$ cat src/verilog/conv_pkg.sv
/*
 * Convolution engine shared definitions
 * Sizes, bus widths and state encodings for every block of the engine
 */
package conv_pkg;

    // Image and kernel geometry
    localparam int ROWS = 8;
    localparam int COLS = 8;
    localparam int MAXK = 4;

    // Data and stream widths
    localparam int DATA_W = 16;
    localparam int K_W    = 3;
    localparam int USER_W = K_W + 1;
    localparam int ACC_W  = 36;

    // MAC pipeline
    localparam int MULT_STAGES = 3;
    localparam int MAC_LATENCY = MULT_STAGES + 1;
    localparam int DRAIN_W     = 3;

    // Addresses and indices
    localparam int X_ADDR_W = 6;
    localparam int W_ADDR_W = 4;
    localparam int ROW_W    = 3;
    localparam int COL_W    = 3;
    localparam int KIDX_W   = 2;

    // Output FIFO, one row of results minus one
    localparam int FIFO_DEPTH  = COLS - 1;
    localparam int FIFO_ADDR_W = 3;
    localparam int FIFO_CNT_W  = 3;

    typedef enum logic [2:0] {
        LD_IDLE, LD_LOAD_W, LD_LOAD_B, LD_LOAD_X, LD_FULL
    } loader_state_t;

    typedef enum logic [2:0] {
        CV_IDLE, CV_SET_MAC, CV_READ, CV_COMPUTE, CV_DRAIN, CV_WRITE, CV_DONE
    } conv_state_t;

endpackage
$ cat src/verilog/conv_top.sv
/*
 * Streaming 2D convolution engine top level
 * Loader, window walk, sequencer, MAC and output FIFO
 */
module conv_top (
    input  logic                               clk,
    input  logic                               reset,
    input  logic signed [conv_pkg::DATA_W-1:0] i_in_data,
    input  logic                               i_in_valid,
    input  logic [conv_pkg::USER_W-1:0]        i_in_user,
    output logic                               o_in_ready,
    output logic [conv_pkg::ACC_W-1:0]         o_out_data,
    output logic                               o_out_valid,
    input  logic                               i_out_ready
);
    import conv_pkg::*;

    logic                     loaded, finished;
    logic [K_W-1:0]           k;
    logic signed [DATA_W-1:0] bias, x_data, w_data;
    logic [X_ADDR_W-1:0]      x_addr;
    logic [W_ADDR_W-1:0]      w_addr;
    logic frame_start, window_start, kstep, window_next;
    logic kernel_last, frame_last;
    logic mac_init, mac_valid;
    logic signed [ACC_W-1:0]  acc;
    logic wr_valid, wr_ready;

    input_loader u_loader (
        .clk(clk), .reset(reset),
        .i_in_data(i_in_data), .i_in_valid(i_in_valid),
        .i_in_user(i_in_user), .o_in_ready(o_in_ready),
        .o_loaded(loaded), .i_finished(finished),
        .o_k(k), .o_bias(bias),
        .i_x_addr(x_addr), .o_x_data(x_data),
        .i_w_addr(w_addr), .o_w_data(w_data)
    );

    window_counter u_window (
        .clk(clk), .reset(reset), .i_k(k),
        .i_frame_start(frame_start), .i_window_start(window_start),
        .i_kstep(kstep), .i_window_next(window_next),
        .o_x_addr(x_addr), .o_w_addr(w_addr),
        .o_kernel_last(kernel_last), .o_frame_last(frame_last)
    );

    conv_ctrl u_ctrl (
        .clk(clk), .reset(reset),
        .i_loaded(loaded), .o_finished(finished),
        .i_kernel_last(kernel_last), .i_frame_last(frame_last),
        .o_frame_start(frame_start), .o_window_start(window_start),
        .o_kstep(kstep), .o_window_next(window_next),
        .o_mac_init(mac_init), .o_mac_valid(mac_valid),
        .o_wr_valid(wr_valid), .i_wr_ready(wr_ready)
    );

    mac_pipe u_mac (
        .clk(clk), .reset(reset),
        .i_a(x_data), .i_b(w_data), .i_bias(bias),
        .i_init(mac_init), .i_valid(mac_valid), .o_acc(acc)
    );

    out_fifo u_fifo (
        .clk(clk), .reset(reset),
        .i_wr_data(acc), .i_wr_valid(wr_valid), .o_wr_ready(wr_ready),
        .o_rd_data(o_out_data), .o_rd_valid(o_out_valid), .i_rd_ready(i_out_ready)
    );

endmodule

$ cat src/verilog/out_fifo.sv
/*
 * Output FIFO
 * Circular buffer with registered head word and same-cycle write on read
 */
module out_fifo (
    input  logic                        clk,
    input  logic                        reset,
    input  logic [conv_pkg::ACC_W-1:0]  i_wr_data,
    input  logic                        i_wr_valid,
    output logic                        o_wr_ready,
    output logic [conv_pkg::ACC_W-1:0]  o_rd_data,
    output logic                        o_rd_valid,
    input  logic                        i_rd_ready
);
    import conv_pkg::*;

    logic [ACC_W-1:0]       mem [FIFO_DEPTH];
    logic [FIFO_ADDR_W-1:0] wr_ptr, rd_ptr, rd_ptr_next;
    logic [FIFO_CNT_W-1:0]  count;
    logic full, wr_en, rd_en;

    assign full       = (count == FIFO_CNT_W'(FIFO_DEPTH));
    assign o_rd_valid = (count != '0);
    assign o_wr_ready = !full || rd_en;
    assign wr_en      = i_wr_valid && o_wr_ready;
    assign rd_en      = o_rd_valid && i_rd_ready;

    // Read address moves ahead so the next head is already registered
    always_comb begin
        rd_ptr_next = rd_ptr;
        if (rd_en) begin
            if (rd_ptr == FIFO_ADDR_W'(FIFO_DEPTH - 1)) begin
                rd_ptr_next = '0;
            end else begin
                rd_ptr_next = rd_ptr + 1'b1;
            end
        end
    end

    always_ff @(posedge clk) begin
        if (wr_en) begin
            mem[wr_ptr] <= i_wr_data;
        end
        // Pass the incoming word straight to the head when addresses meet
        if (wr_en && (wr_ptr == rd_ptr_next)) begin
            o_rd_data <= i_wr_data;
        end else begin
            o_rd_data <= mem[rd_ptr_next];
        end
    end

    always_ff @(posedge clk) begin
        if (reset) begin
            wr_ptr <= '0;
            rd_ptr <= '0;
            count  <= '0;
        end else begin
            rd_ptr <= rd_ptr_next;
            if (wr_en) begin
                wr_ptr <= (wr_ptr == FIFO_ADDR_W'(FIFO_DEPTH - 1)) ? '0 : wr_ptr + 1'b1;
            end
            if (wr_en && !rd_en) begin
                count <= count + 1'b1;
            end else if (!wr_en && rd_en) begin
                count <= count - 1'b1;
            end
        end
    end

    // Pointers meet only on an empty or a full buffer
    a_ptr_count: assert property (@(posedge clk) disable iff (reset)
        (wr_ptr == rd_ptr) == ((count == '0) || full));

endmodule

$ cat src/verilog/mac_pipe.sv
/*
 * Pipelined signed multiply-accumulate
 * Operand register, MULT_STAGES product registers, accumulator on delayed valid
 */
module mac_pipe (
    input  logic                               clk,
    input  logic                               reset,
    input  logic signed [conv_pkg::DATA_W-1:0] i_a,
    input  logic signed [conv_pkg::DATA_W-1:0] i_b,
    input  logic signed [conv_pkg::DATA_W-1:0] i_bias,
    input  logic                               i_init,
    input  logic                               i_valid,
    output logic signed [conv_pkg::ACC_W-1:0]  o_acc
);
    import conv_pkg::*;

    logic signed [DATA_W-1:0]   a_q, b_q;
    logic signed [2*DATA_W-1:0] prod_q [MULT_STAGES];
    logic [MULT_STAGES:0]       vld_q;

    // Operand capture and product pipeline
    always_ff @(posedge clk) begin
        a_q       <= i_a;
        b_q       <= i_b;
        prod_q[0] <= a_q * b_q;
        for (int s = 1; s < MULT_STAGES; s++) begin
            prod_q[s] <= prod_q[s-1];
        end
    end

    // Valid follows the operand register plus the product stages
    always_ff @(posedge clk) begin
        if (reset) begin
            vld_q <= '0;
        end else begin
            vld_q <= {vld_q[MULT_STAGES-1:0], i_valid};
        end
    end

    always_ff @(posedge clk) begin
        if (i_init) begin
            o_acc <= {{(ACC_W-DATA_W){i_bias[DATA_W-1]}}, i_bias};
        end else if (vld_q[MULT_STAGES]) begin
            o_acc <= o_acc + prod_q[MULT_STAGES-1];
        end
    end

endmodule

$ cat src/verilog/conv_ctrl.sv
/*
 * Convolution sequencer
 * Steps each window through init, K*K products, MAC drain and FIFO write
 */
module conv_ctrl (
    input  logic clk,
    input  logic reset,
    input  logic i_loaded,
    output logic o_finished,
    input  logic i_kernel_last,
    input  logic i_frame_last,
    output logic o_frame_start,
    output logic o_window_start,
    output logic o_kstep,
    output logic o_window_next,
    output logic o_mac_init,
    output logic o_mac_valid,
    output logic o_wr_valid,
    input  logic i_wr_ready
);
    import conv_pkg::*;

    conv_state_t state, state_next;

    logic [DRAIN_W-1:0] drain_cnt;
    // Set when the last kernel element has been addressed
    logic               issue_last;

    assign o_frame_start  = (state == CV_IDLE) && i_loaded;
    assign o_window_start = (state == CV_SET_MAC);
    assign o_mac_init     = (state == CV_SET_MAC);
    assign o_mac_valid    = (state == CV_COMPUTE);
    assign o_kstep        = (state == CV_READ) || ((state == CV_COMPUTE) && !issue_last);
    assign o_wr_valid     = (state == CV_WRITE);
    assign o_window_next  = (state == CV_WRITE) && i_wr_ready;
    assign o_finished     = (state == CV_DONE);

    always_comb begin
        state_next = state;
        case (state)
            CV_IDLE:    if (i_loaded) state_next = CV_SET_MAC;
            CV_SET_MAC: state_next = CV_READ;
            CV_READ:    state_next = CV_COMPUTE;
            CV_COMPUTE: if (issue_last) state_next = CV_DRAIN;
            CV_DRAIN: begin
                if (drain_cnt == DRAIN_W'(MAC_LATENCY - 1)) begin
                    state_next = CV_WRITE;
                end
            end
            CV_WRITE: begin
                if (i_wr_ready) begin
                    state_next = i_frame_last ? CV_DONE : CV_SET_MAC;
                end
            end
            CV_DONE:    state_next = CV_IDLE;
            default:    state_next = CV_IDLE;
        endcase
    end

    always_ff @(posedge clk) begin
        if (reset) begin
            state      <= CV_IDLE;
            drain_cnt  <= '0;
            issue_last <= 1'b0;
        end else begin
            state      <= state_next;
            issue_last <= o_kstep ? i_kernel_last : 1'b0;
            if (state == CV_DRAIN) begin
                drain_cnt <= drain_cnt + 1'b1;
            end else begin
                drain_cnt <= '0;
            end
        end
    end

    // Loader holds the frame until the sequencer releases it
    a_loaded_while_busy: assert property (@(posedge clk) disable iff (reset)
        (state != CV_IDLE) |-> i_loaded);

endmodule

$ cat src/verilog/window_counter.sv
/*
 * Window walk counters
 * Output row and column plus kernel indices, mapped to pixel and weight addresses
 */
module window_counter (
    input  logic                          clk,
    input  logic                          reset,
    input  logic [conv_pkg::K_W-1:0]      i_k,
    input  logic                          i_frame_start,
    input  logic                          i_window_start,
    input  logic                          i_kstep,
    input  logic                          i_window_next,
    output logic [conv_pkg::X_ADDR_W-1:0] o_x_addr,
    output logic [conv_pkg::W_ADDR_W-1:0] o_w_addr,
    output logic                          o_kernel_last,
    output logic                          o_frame_last
);
    import conv_pkg::*;

    logic [ROW_W-1:0]    row, row_last;
    logic [COL_W-1:0]    col, col_last;
    logic [KIDX_W-1:0]   ki, kj, k_last;
    logic [X_ADDR_W:0]   x_addr_full;

    // Last output index is R-K and C-K
    assign row_last = ROW_W'(ROWS - i_k);
    assign col_last = COL_W'(COLS - i_k);
    assign k_last   = KIDX_W'(i_k - 1'b1);

    assign o_kernel_last = (ki == k_last) && (kj == k_last);
    assign o_frame_last  = (row == row_last) && (col == col_last);

    assign x_addr_full = (X_ADDR_W+1)'((row + ki) * COLS + col + kj);
    assign o_x_addr    = x_addr_full[X_ADDR_W-1:0];
    assign o_w_addr    = ki * i_k + kj;

    always_ff @(posedge clk) begin
        if (reset || i_frame_start) begin
            row <= '0;
            col <= '0;
        end else if (i_window_next) begin
            if (col == col_last) begin
                col <= '0;
                row <= (row == row_last) ? '0 : row + 1'b1;
            end else begin
                col <= col + 1'b1;
            end
        end
    end

    always_ff @(posedge clk) begin
        if (reset || i_window_start) begin
            ki <= '0;
            kj <= '0;
        end else if (i_kstep) begin
            if (kj == k_last) begin
                kj <= '0;
                ki <= (ki == k_last) ? '0 : ki + 1'b1;
            end else begin
                kj <= kj + 1'b1;
            end
        end
    end

    // Window plus kernel offset never leaves the image
    a_x_addr_range: assert property (@(posedge clk) disable iff (reset)
        x_addr_full < (X_ADDR_W+1)'(ROWS*COLS));

endmodule

$ cat src/verilog/input_loader.sv
/*
 * Input stream loader
 * Stores weights, bias and pixels of one frame and serves reads while full
 */
module input_loader (
    input  logic                               clk,
    input  logic                               reset,
    input  logic signed [conv_pkg::DATA_W-1:0] i_in_data,
    input  logic                               i_in_valid,
    input  logic [conv_pkg::USER_W-1:0]        i_in_user,
    output logic                               o_in_ready,
    output logic                               o_loaded,
    input  logic                               i_finished,
    output logic [conv_pkg::K_W-1:0]           o_k,
    output logic signed [conv_pkg::DATA_W-1:0] o_bias,
    input  logic [conv_pkg::X_ADDR_W-1:0]      i_x_addr,
    output logic signed [conv_pkg::DATA_W-1:0] o_x_data,
    input  logic [conv_pkg::W_ADDR_W-1:0]      i_w_addr,
    output logic signed [conv_pkg::DATA_W-1:0] o_w_data
);
    import conv_pkg::*;

    loader_state_t state, state_next;

    logic signed [DATA_W-1:0] w_mem [MAXK*MAXK];
    logic signed [DATA_W-1:0] x_mem [ROWS*COLS];

    logic [K_W-1:0]        k_reg;
    logic [2*K_W-1:0]      k_sq;
    logic [W_ADDR_W-1:0]   w_last;
    logic [W_ADDR_W-1:0]   w_idx, w_idx_next;
    logic [X_ADDR_W-1:0]   x_idx, x_idx_next;
    logic [W_ADDR_W-1:0]   w_addr;
    logic [X_ADDR_W-1:0]   x_addr;
    logic signed [DATA_W-1:0] bias_reg;
    logic accept, new_w;
    logic w_wr, x_wr, k_wr, b_wr;

    assign new_w  = i_in_user[0];
    assign accept = i_in_valid && o_in_ready;

    assign k_sq   = k_reg * k_reg;
    assign w_last = W_ADDR_W'(k_sq - 1'b1);

    // Ready in every state except while the frame is being processed
    assign o_in_ready = (state != LD_FULL);
    assign o_loaded   = (state == LD_FULL);
    assign o_k        = k_reg;
    assign o_bias     = bias_reg;

    // External addresses own the arrays once the frame is complete
    assign w_addr = (state == LD_FULL) ? i_w_addr : w_idx;
    assign x_addr = (state == LD_FULL) ? i_x_addr : x_idx;

    always_comb begin
        state_next = state;
        w_idx_next = w_idx;
        x_idx_next = x_idx;
        w_wr = 1'b0;
        x_wr = 1'b0;
        k_wr = 1'b0;
        b_wr = 1'b0;
        case (state)
            LD_IDLE: begin
                if (accept) begin
                    if (new_w) begin
                        k_wr = 1'b1;
                        w_wr = 1'b1;
                        w_idx_next = w_idx + 1'b1;
                        // A 1x1 kernel has a single weight
                        if (i_in_user[USER_W-1:1] == K_W'(1)) begin
                            w_idx_next = '0;
                            state_next = LD_LOAD_B;
                        end else begin
                            state_next = LD_LOAD_W;
                        end
                    end else begin
                        x_wr = 1'b1;
                        x_idx_next = x_idx + 1'b1;
                        state_next = LD_LOAD_X;
                    end
                end
            end
            LD_LOAD_W: begin
                if (accept) begin
                    w_wr = 1'b1;
                    if (w_idx == w_last) begin
                        w_idx_next = '0;
                        state_next = LD_LOAD_B;
                    end else begin
                        w_idx_next = w_idx + 1'b1;
                    end
                end
            end
            LD_LOAD_B: begin
                if (accept) begin
                    b_wr = 1'b1;
                    state_next = LD_LOAD_X;
                end
            end
            LD_LOAD_X: begin
                if (accept) begin
                    x_wr = 1'b1;
                    if (x_idx == X_ADDR_W'(ROWS*COLS - 1)) begin
                        x_idx_next = '0;
                        state_next = LD_FULL;
                    end else begin
                        x_idx_next = x_idx + 1'b1;
                    end
                end
            end
            LD_FULL: begin
                if (i_finished) begin
                    w_idx_next = '0;
                    x_idx_next = '0;
                    state_next = LD_IDLE;
                end
            end
            default: state_next = LD_IDLE;
        endcase
    end

    always_ff @(posedge clk) begin
        if (reset) begin
            state <= LD_IDLE;
            w_idx <= '0;
            x_idx <= '0;
            k_reg <= '0;
        end else begin
            state <= state_next;
            w_idx <= w_idx_next;
            x_idx <= x_idx_next;
            if (k_wr) begin
                k_reg <= i_in_user[USER_W-1:1];
            end
        end
    end

    // ------------------------------
    // Storage, one cycle read latency
    always_ff @(posedge clk) begin
        if (b_wr) begin
            bias_reg <= i_in_data;
        end
        if (w_wr) begin
            w_mem[w_addr] <= i_in_data;
        end
        if (x_wr) begin
            x_mem[x_addr] <= i_in_data;
        end
        o_w_data <= w_mem[w_addr];
        o_x_data <= x_mem[x_addr];
    end

    // The controller only ends a frame that was fully loaded
    a_finish_when_full: assert property (@(posedge clk) disable iff (reset)
        i_finished |-> state == LD_FULL);

endmodule

$ cat config.mk
export PLATFORM = sky130hd
export DESIGN_NAME = conv_top
export DESIGN_NICKNAME = d
export VERILOG_FILES = /design/src/verilog/conv_pkg.sv /design/src/verilog/conv_top.sv /design/src/verilog/out_fifo.sv /design/src/verilog/mac_pipe.sv /design/src/verilog/conv_ctrl.sv /design/src/verilog/window_counter.sv /design/src/verilog/input_loader.sv
export SDC_FILE = /design/constraint.sdc
export NUM_CORES = 2
export LEC_CHECK = 0
export BUFFER_PORTS_ARGS = -buffer_cell sky130_fd_sc_hd__buf_2
export CORE_MARGIN = 2
export CORE_UTILIZATION = 65
export CTS_CLUSTER_SIZE = 40
export DETAILED_ROUTE_END_ITERATION = 6
export HOLD_SLACK_MARGIN = 0.15
export PLACE_DENSITY_LB_ADDON = 0.05
export SKIP_LAST_GASP = 1
export SLEW_MARGIN = 0
export SYNTH_ARGS = -nofsm -noshare
export SYNTH_HDL_FRONTEND = slang
export SYNTH_SLANG_ARGS = --single-unit
$ cat constraint.sdc
create_clock -name clk -period 11.7 [get_ports clk]
set_input_delay 0.585 -clock clk [delete_from_list [all_inputs] [get_ports clk]]
set_output_delay 0.585 -clock clk [all_outputs]
set_load 0.02 [all_outputs]
==> out/results.ini <==
[floorplanning]
die_w_um = 351
fp.dieH_um = 351
dieArea_mm2 = 0.123
core.rowCount = 127
initial_utilization_pct = 65.4
io-pin-count = 62
core_area_mm2 = 0.120

[route]
drtAntennaViolNets = 0
detail_route.vias_per_cell = 6.38
drt-wirelength-per-cell_um = 27.0
drt_wl_total_mm = 201
detailroute.via_count = 47500
initialDrtViolationCount = 6065
number_of_drc_violations_after_detailed_routing = 0
drt-pass1-iter-count = 6

[clock_network]
cts-htree-levels = 4
cts_buffers = 175
clock_tree.root_cell = sky130_fd_sc_hd__clkbuf_16
clk_pin_slew_ns = 0.06
postCtsSetupRepairBufs = 0
clkLatencyLatePin_ns = 0.83
number_of_buffers_on_the_longest_clock_path = 3
cts_repair_resize_count = 0
cts.sink_count = 1793
tritoncts = done

[sta]
finClkSkew_ns = 0.0262
period_minus_slack_ns = 6.66
worst-slew-pin-transition_ns = 1.20
post-route-period-util_pct = 56.9
timing.setup.tns_ns = 0
final-setup-viol-count = 0
timing.final.max_slew_violations = 0
timing.final.hold_violations = 0
rsz0062_at_grt = no
maximum_clock_rate_mhz = 150
max_slew_margin_pct = 19.7

[place]
place_hpwl_mm = 120
place_congestion = 0.934
portBuffers = 61
placed_cell_area_mm2 = 0.0807

[logic_synthesis]
async_reset_ff_share_pct = 0
yosys_warnings = 0
syn_avg_cell_area_um2 = 14.0
ys_types = 87
ys_dominant_reg_cell = sky130_fd_sc_hd__edfxtp_1
syn_area_mm2 = 0.0782
synth_top_area_share_pct = 60.8
synthCells = 5584
netlist.top_cell.by_area = sky130_fd_sc_hd__edfxtp_1
synth-seq-area-share_pct = 66.2
synth_nets = 6011
synth_commonest_cells = sky130_fd_sc_hd__edfxtp_1, sky130_fd_sc_hd__nand2_1, sky130_fd_sc_hd__inv_1
synth_most_common_cell = sky130_fd_sc_hd__edfxtp_1
ys_ff_latch = 1793
yosys-top-cells-area = sky130_fd_sc_hd__edfxtp_1, sky130_fd_sc_hd__fa_1, sky130_fd_sc_hd__dfxtp_1
synth-edff-count = 1584

[worst_setup_path]
reg2reg_depth = 21
r2r-end = u_mac.prod_q[0][28]
critical_path.reg2reg.startpoint = u_mac.a_q[7]
reg2reg_setup_slack_ns = 5.04
peak_fanout_along_the_critical_path = 16
worst-endpoint-required_ns = 12.44
critical_path.startpoint_type = flop
crit_end_category = flop
critPathArrivalTime_ns = 7.40
criticalPathCategory = reg -> reg

[global_route]
number_of_antenna_violations_at_the_first_check_in_global_routing = 7
first_global_vias = 46500
combined_global_route_utilization_of_all_metal_layers_pct = 33.1
pin_count_of_the_biggest_net_entering_global_routing = 95
globalRouteOverflowTotal = 0
first_pass_grt_wire_length_mm = 297

[cells_and_area]
final_design_area_no_fill_mm2 = 0.0863
final_net_count = 6121
area.growth.synth_to_final_pct = 10.4
drive_above_1_share_pct = 10.4

[hold_path]
timing.hold.worst.start = i_out_ready
hold_path_class = in -> reg
worst_hold_path.num_cells = 3

[run]
maxCapViolations = 0

[run_status]
run_status = finished, final reports clean

## cells in the final DEF, fill, tap and decap left out, types with 50 or more instances in the layout
master                      netlist  final
sky130_fd_sc_hd__xnor2_1         52     52
sky130_fd_sc_hd__mux2i_1         75     72
sky130_fd_sc_hd__clkbuf_16        0    183
sky130_fd_sc_hd__and2_1         197    197
sky130_fd_sc_hd__a22oi_1        204    204
sky130_fd_sc_hd__a21oi_1        281    280
sky130_fd_sc_hd__buf_4           12    163
sky130_fd_sc_hd__nor2_1         215    203
sky130_fd_sc_hd__o21ai_0        158    158
sky130_fd_sc_hd__inv_1          334    334
sky130_fd_sc_hd__dfxtp_1        209    206
sky130_fd_sc_hd__clkbuf_1       164     50
sky130_fd_sc_hd__ha_1           135    135
sky130_fd_sc_hd__fa_1           268    268
sky130_fd_sc_hd__a211oi_1       139    139
sky130_fd_sc_hd__edfxtp_1      1584   1584
sky130_fd_sc_hd__a31oi_1         63     63
sky130_fd_sc_hd__a221oi_1        50     50
sky130_fd_sc_hd__buf_2           80     56
sky130_fd_sc_hd__nand2_1        750    749
## metrics by stage
step                util [%]  hold slack (ns)  setup WS (ns)  std cells
floorplan                  -            0.310           5.75       5584
global placement        67.5            0.311           5.22       7125
detailed placement      67.5            0.312           5.06       7125
CTS                     72.2            0.180           5.07       7447
global route            72.2            0.235           4.63       7447
finish                  72.2            0.224           5.04       7449
## layer usage
metal  global-route usage [%]  wire (µm)
met1                     45.1      77100
met3                     6.47      19600
met5                        0         34
met2                     52.6      95100
met4                     14.7       9100
## state kept, by name, indices dropped and copies added (netlist names), 36 cells and up, named ones only
name            flops
u_fifo.mem        252
u_loader.w_mem    256
u_loader.x_mem   1024
u_mac.o_acc        36
u_mac.prod_q       96
## repair_timing
action,in CTS,in global routing
setup endpoints to repair,0,0
endpoints found under the hold margin,4,0
hold buffers,4,0
## critical path, stage by stage, from the launching register on
cell and delay [ns]:
sky130_fd_sc_hd__dfxtp_1 0.79, sky130_fd_sc_hd__and2_1 0.25, sky130_fd_sc_hd__fa_1 0.43, sky130_fd_sc_hd__fa_1 0.58
sky130_fd_sc_hd__ha_1 0.14, sky130_fd_sc_hd__inv_1 0.04, sky130_fd_sc_hd__fa_1 0.47, sky130_fd_sc_hd__inv_1 0.05
sky130_fd_sc_hd__fa_1 0.52, sky130_fd_sc_hd__inv_1 0.05, sky130_fd_sc_hd__fa_1 0.47, sky130_fd_sc_hd__inv_1 0.04
sky130_fd_sc_hd__ha_1 0.33, sky130_fd_sc_hd__a2111oi_0 0.36, sky130_fd_sc_hd__o21ai_1 0.25, sky130_fd_sc_hd__a22oi_1 0.39
sky130_fd_sc_hd__o21ai_1 0.22, sky130_fd_sc_hd__a311oi_1 0.44, sky130_fd_sc_hd__o21ai_1 0.18, sky130_fd_sc_hd__a31o_2 0.26
sky130_fd_sc_hd__a21oi_1 0.18, sky130_fd_sc_hd__xnor2_1 0.13
## worst max-delay path by stage
stage                 start                   to  depth (start not counted)
3_5_place_dp   u_mac.b_q[2]  u_mac.prod_q[0][28]                         21
4_1_cts        u_mac.b_q[2]  u_mac.prod_q[0][28]                         21
3_3_place_gp   u_mac.a_q[7]  u_mac.prod_q[0][28]                         21
6_report       u_mac.a_q[7]  u_mac.prod_q[0][28]                         21
5_1_grt        u_mac.b_q[2]  u_mac.prod_q[0][28]                         21
2_1_floorplan  u_mac.b_q[7]  u_mac.prod_q[0][28]                         23
## logic make-up (layout without fill, tap and decap cells)
group | Yosys count | count (layout) | share of synthesized area (%)
other | 0 | 2 | 0
flip-flops | 1793 | 1793 | 66.2
XOR/XNOR | 90 | 90 | 1.01
adder cells (fa/ha/maj) | 403 | 403 | 9.02
multiplexers | 169 | 169 | 2.97
AND/OR/NAND/NOR | 1363 | 1363 | 7.82
AO/OA/AOI/OAI | 1139 | 1139 | 9.76
buffers and inverters | 627 | 878 | 3.25
## layout make-up
cell class / instances / area (µm²)
flip-flops and latches: 1793 / 51800
fillers: 7818 / 33300
multi-input cells: 3164 / 24100
clock buffers: 245 / 4920
well taps: 1612 / 2020
repair buffers: 225 / 1580
inverters: 335 / 1260
clock inverters: 73 / 661
diodes: 2 / 5.00
Power is left out: the tool's default activity adds up to more than one toggle a clock period on the data nets, which glitch-free logic cannot reach.
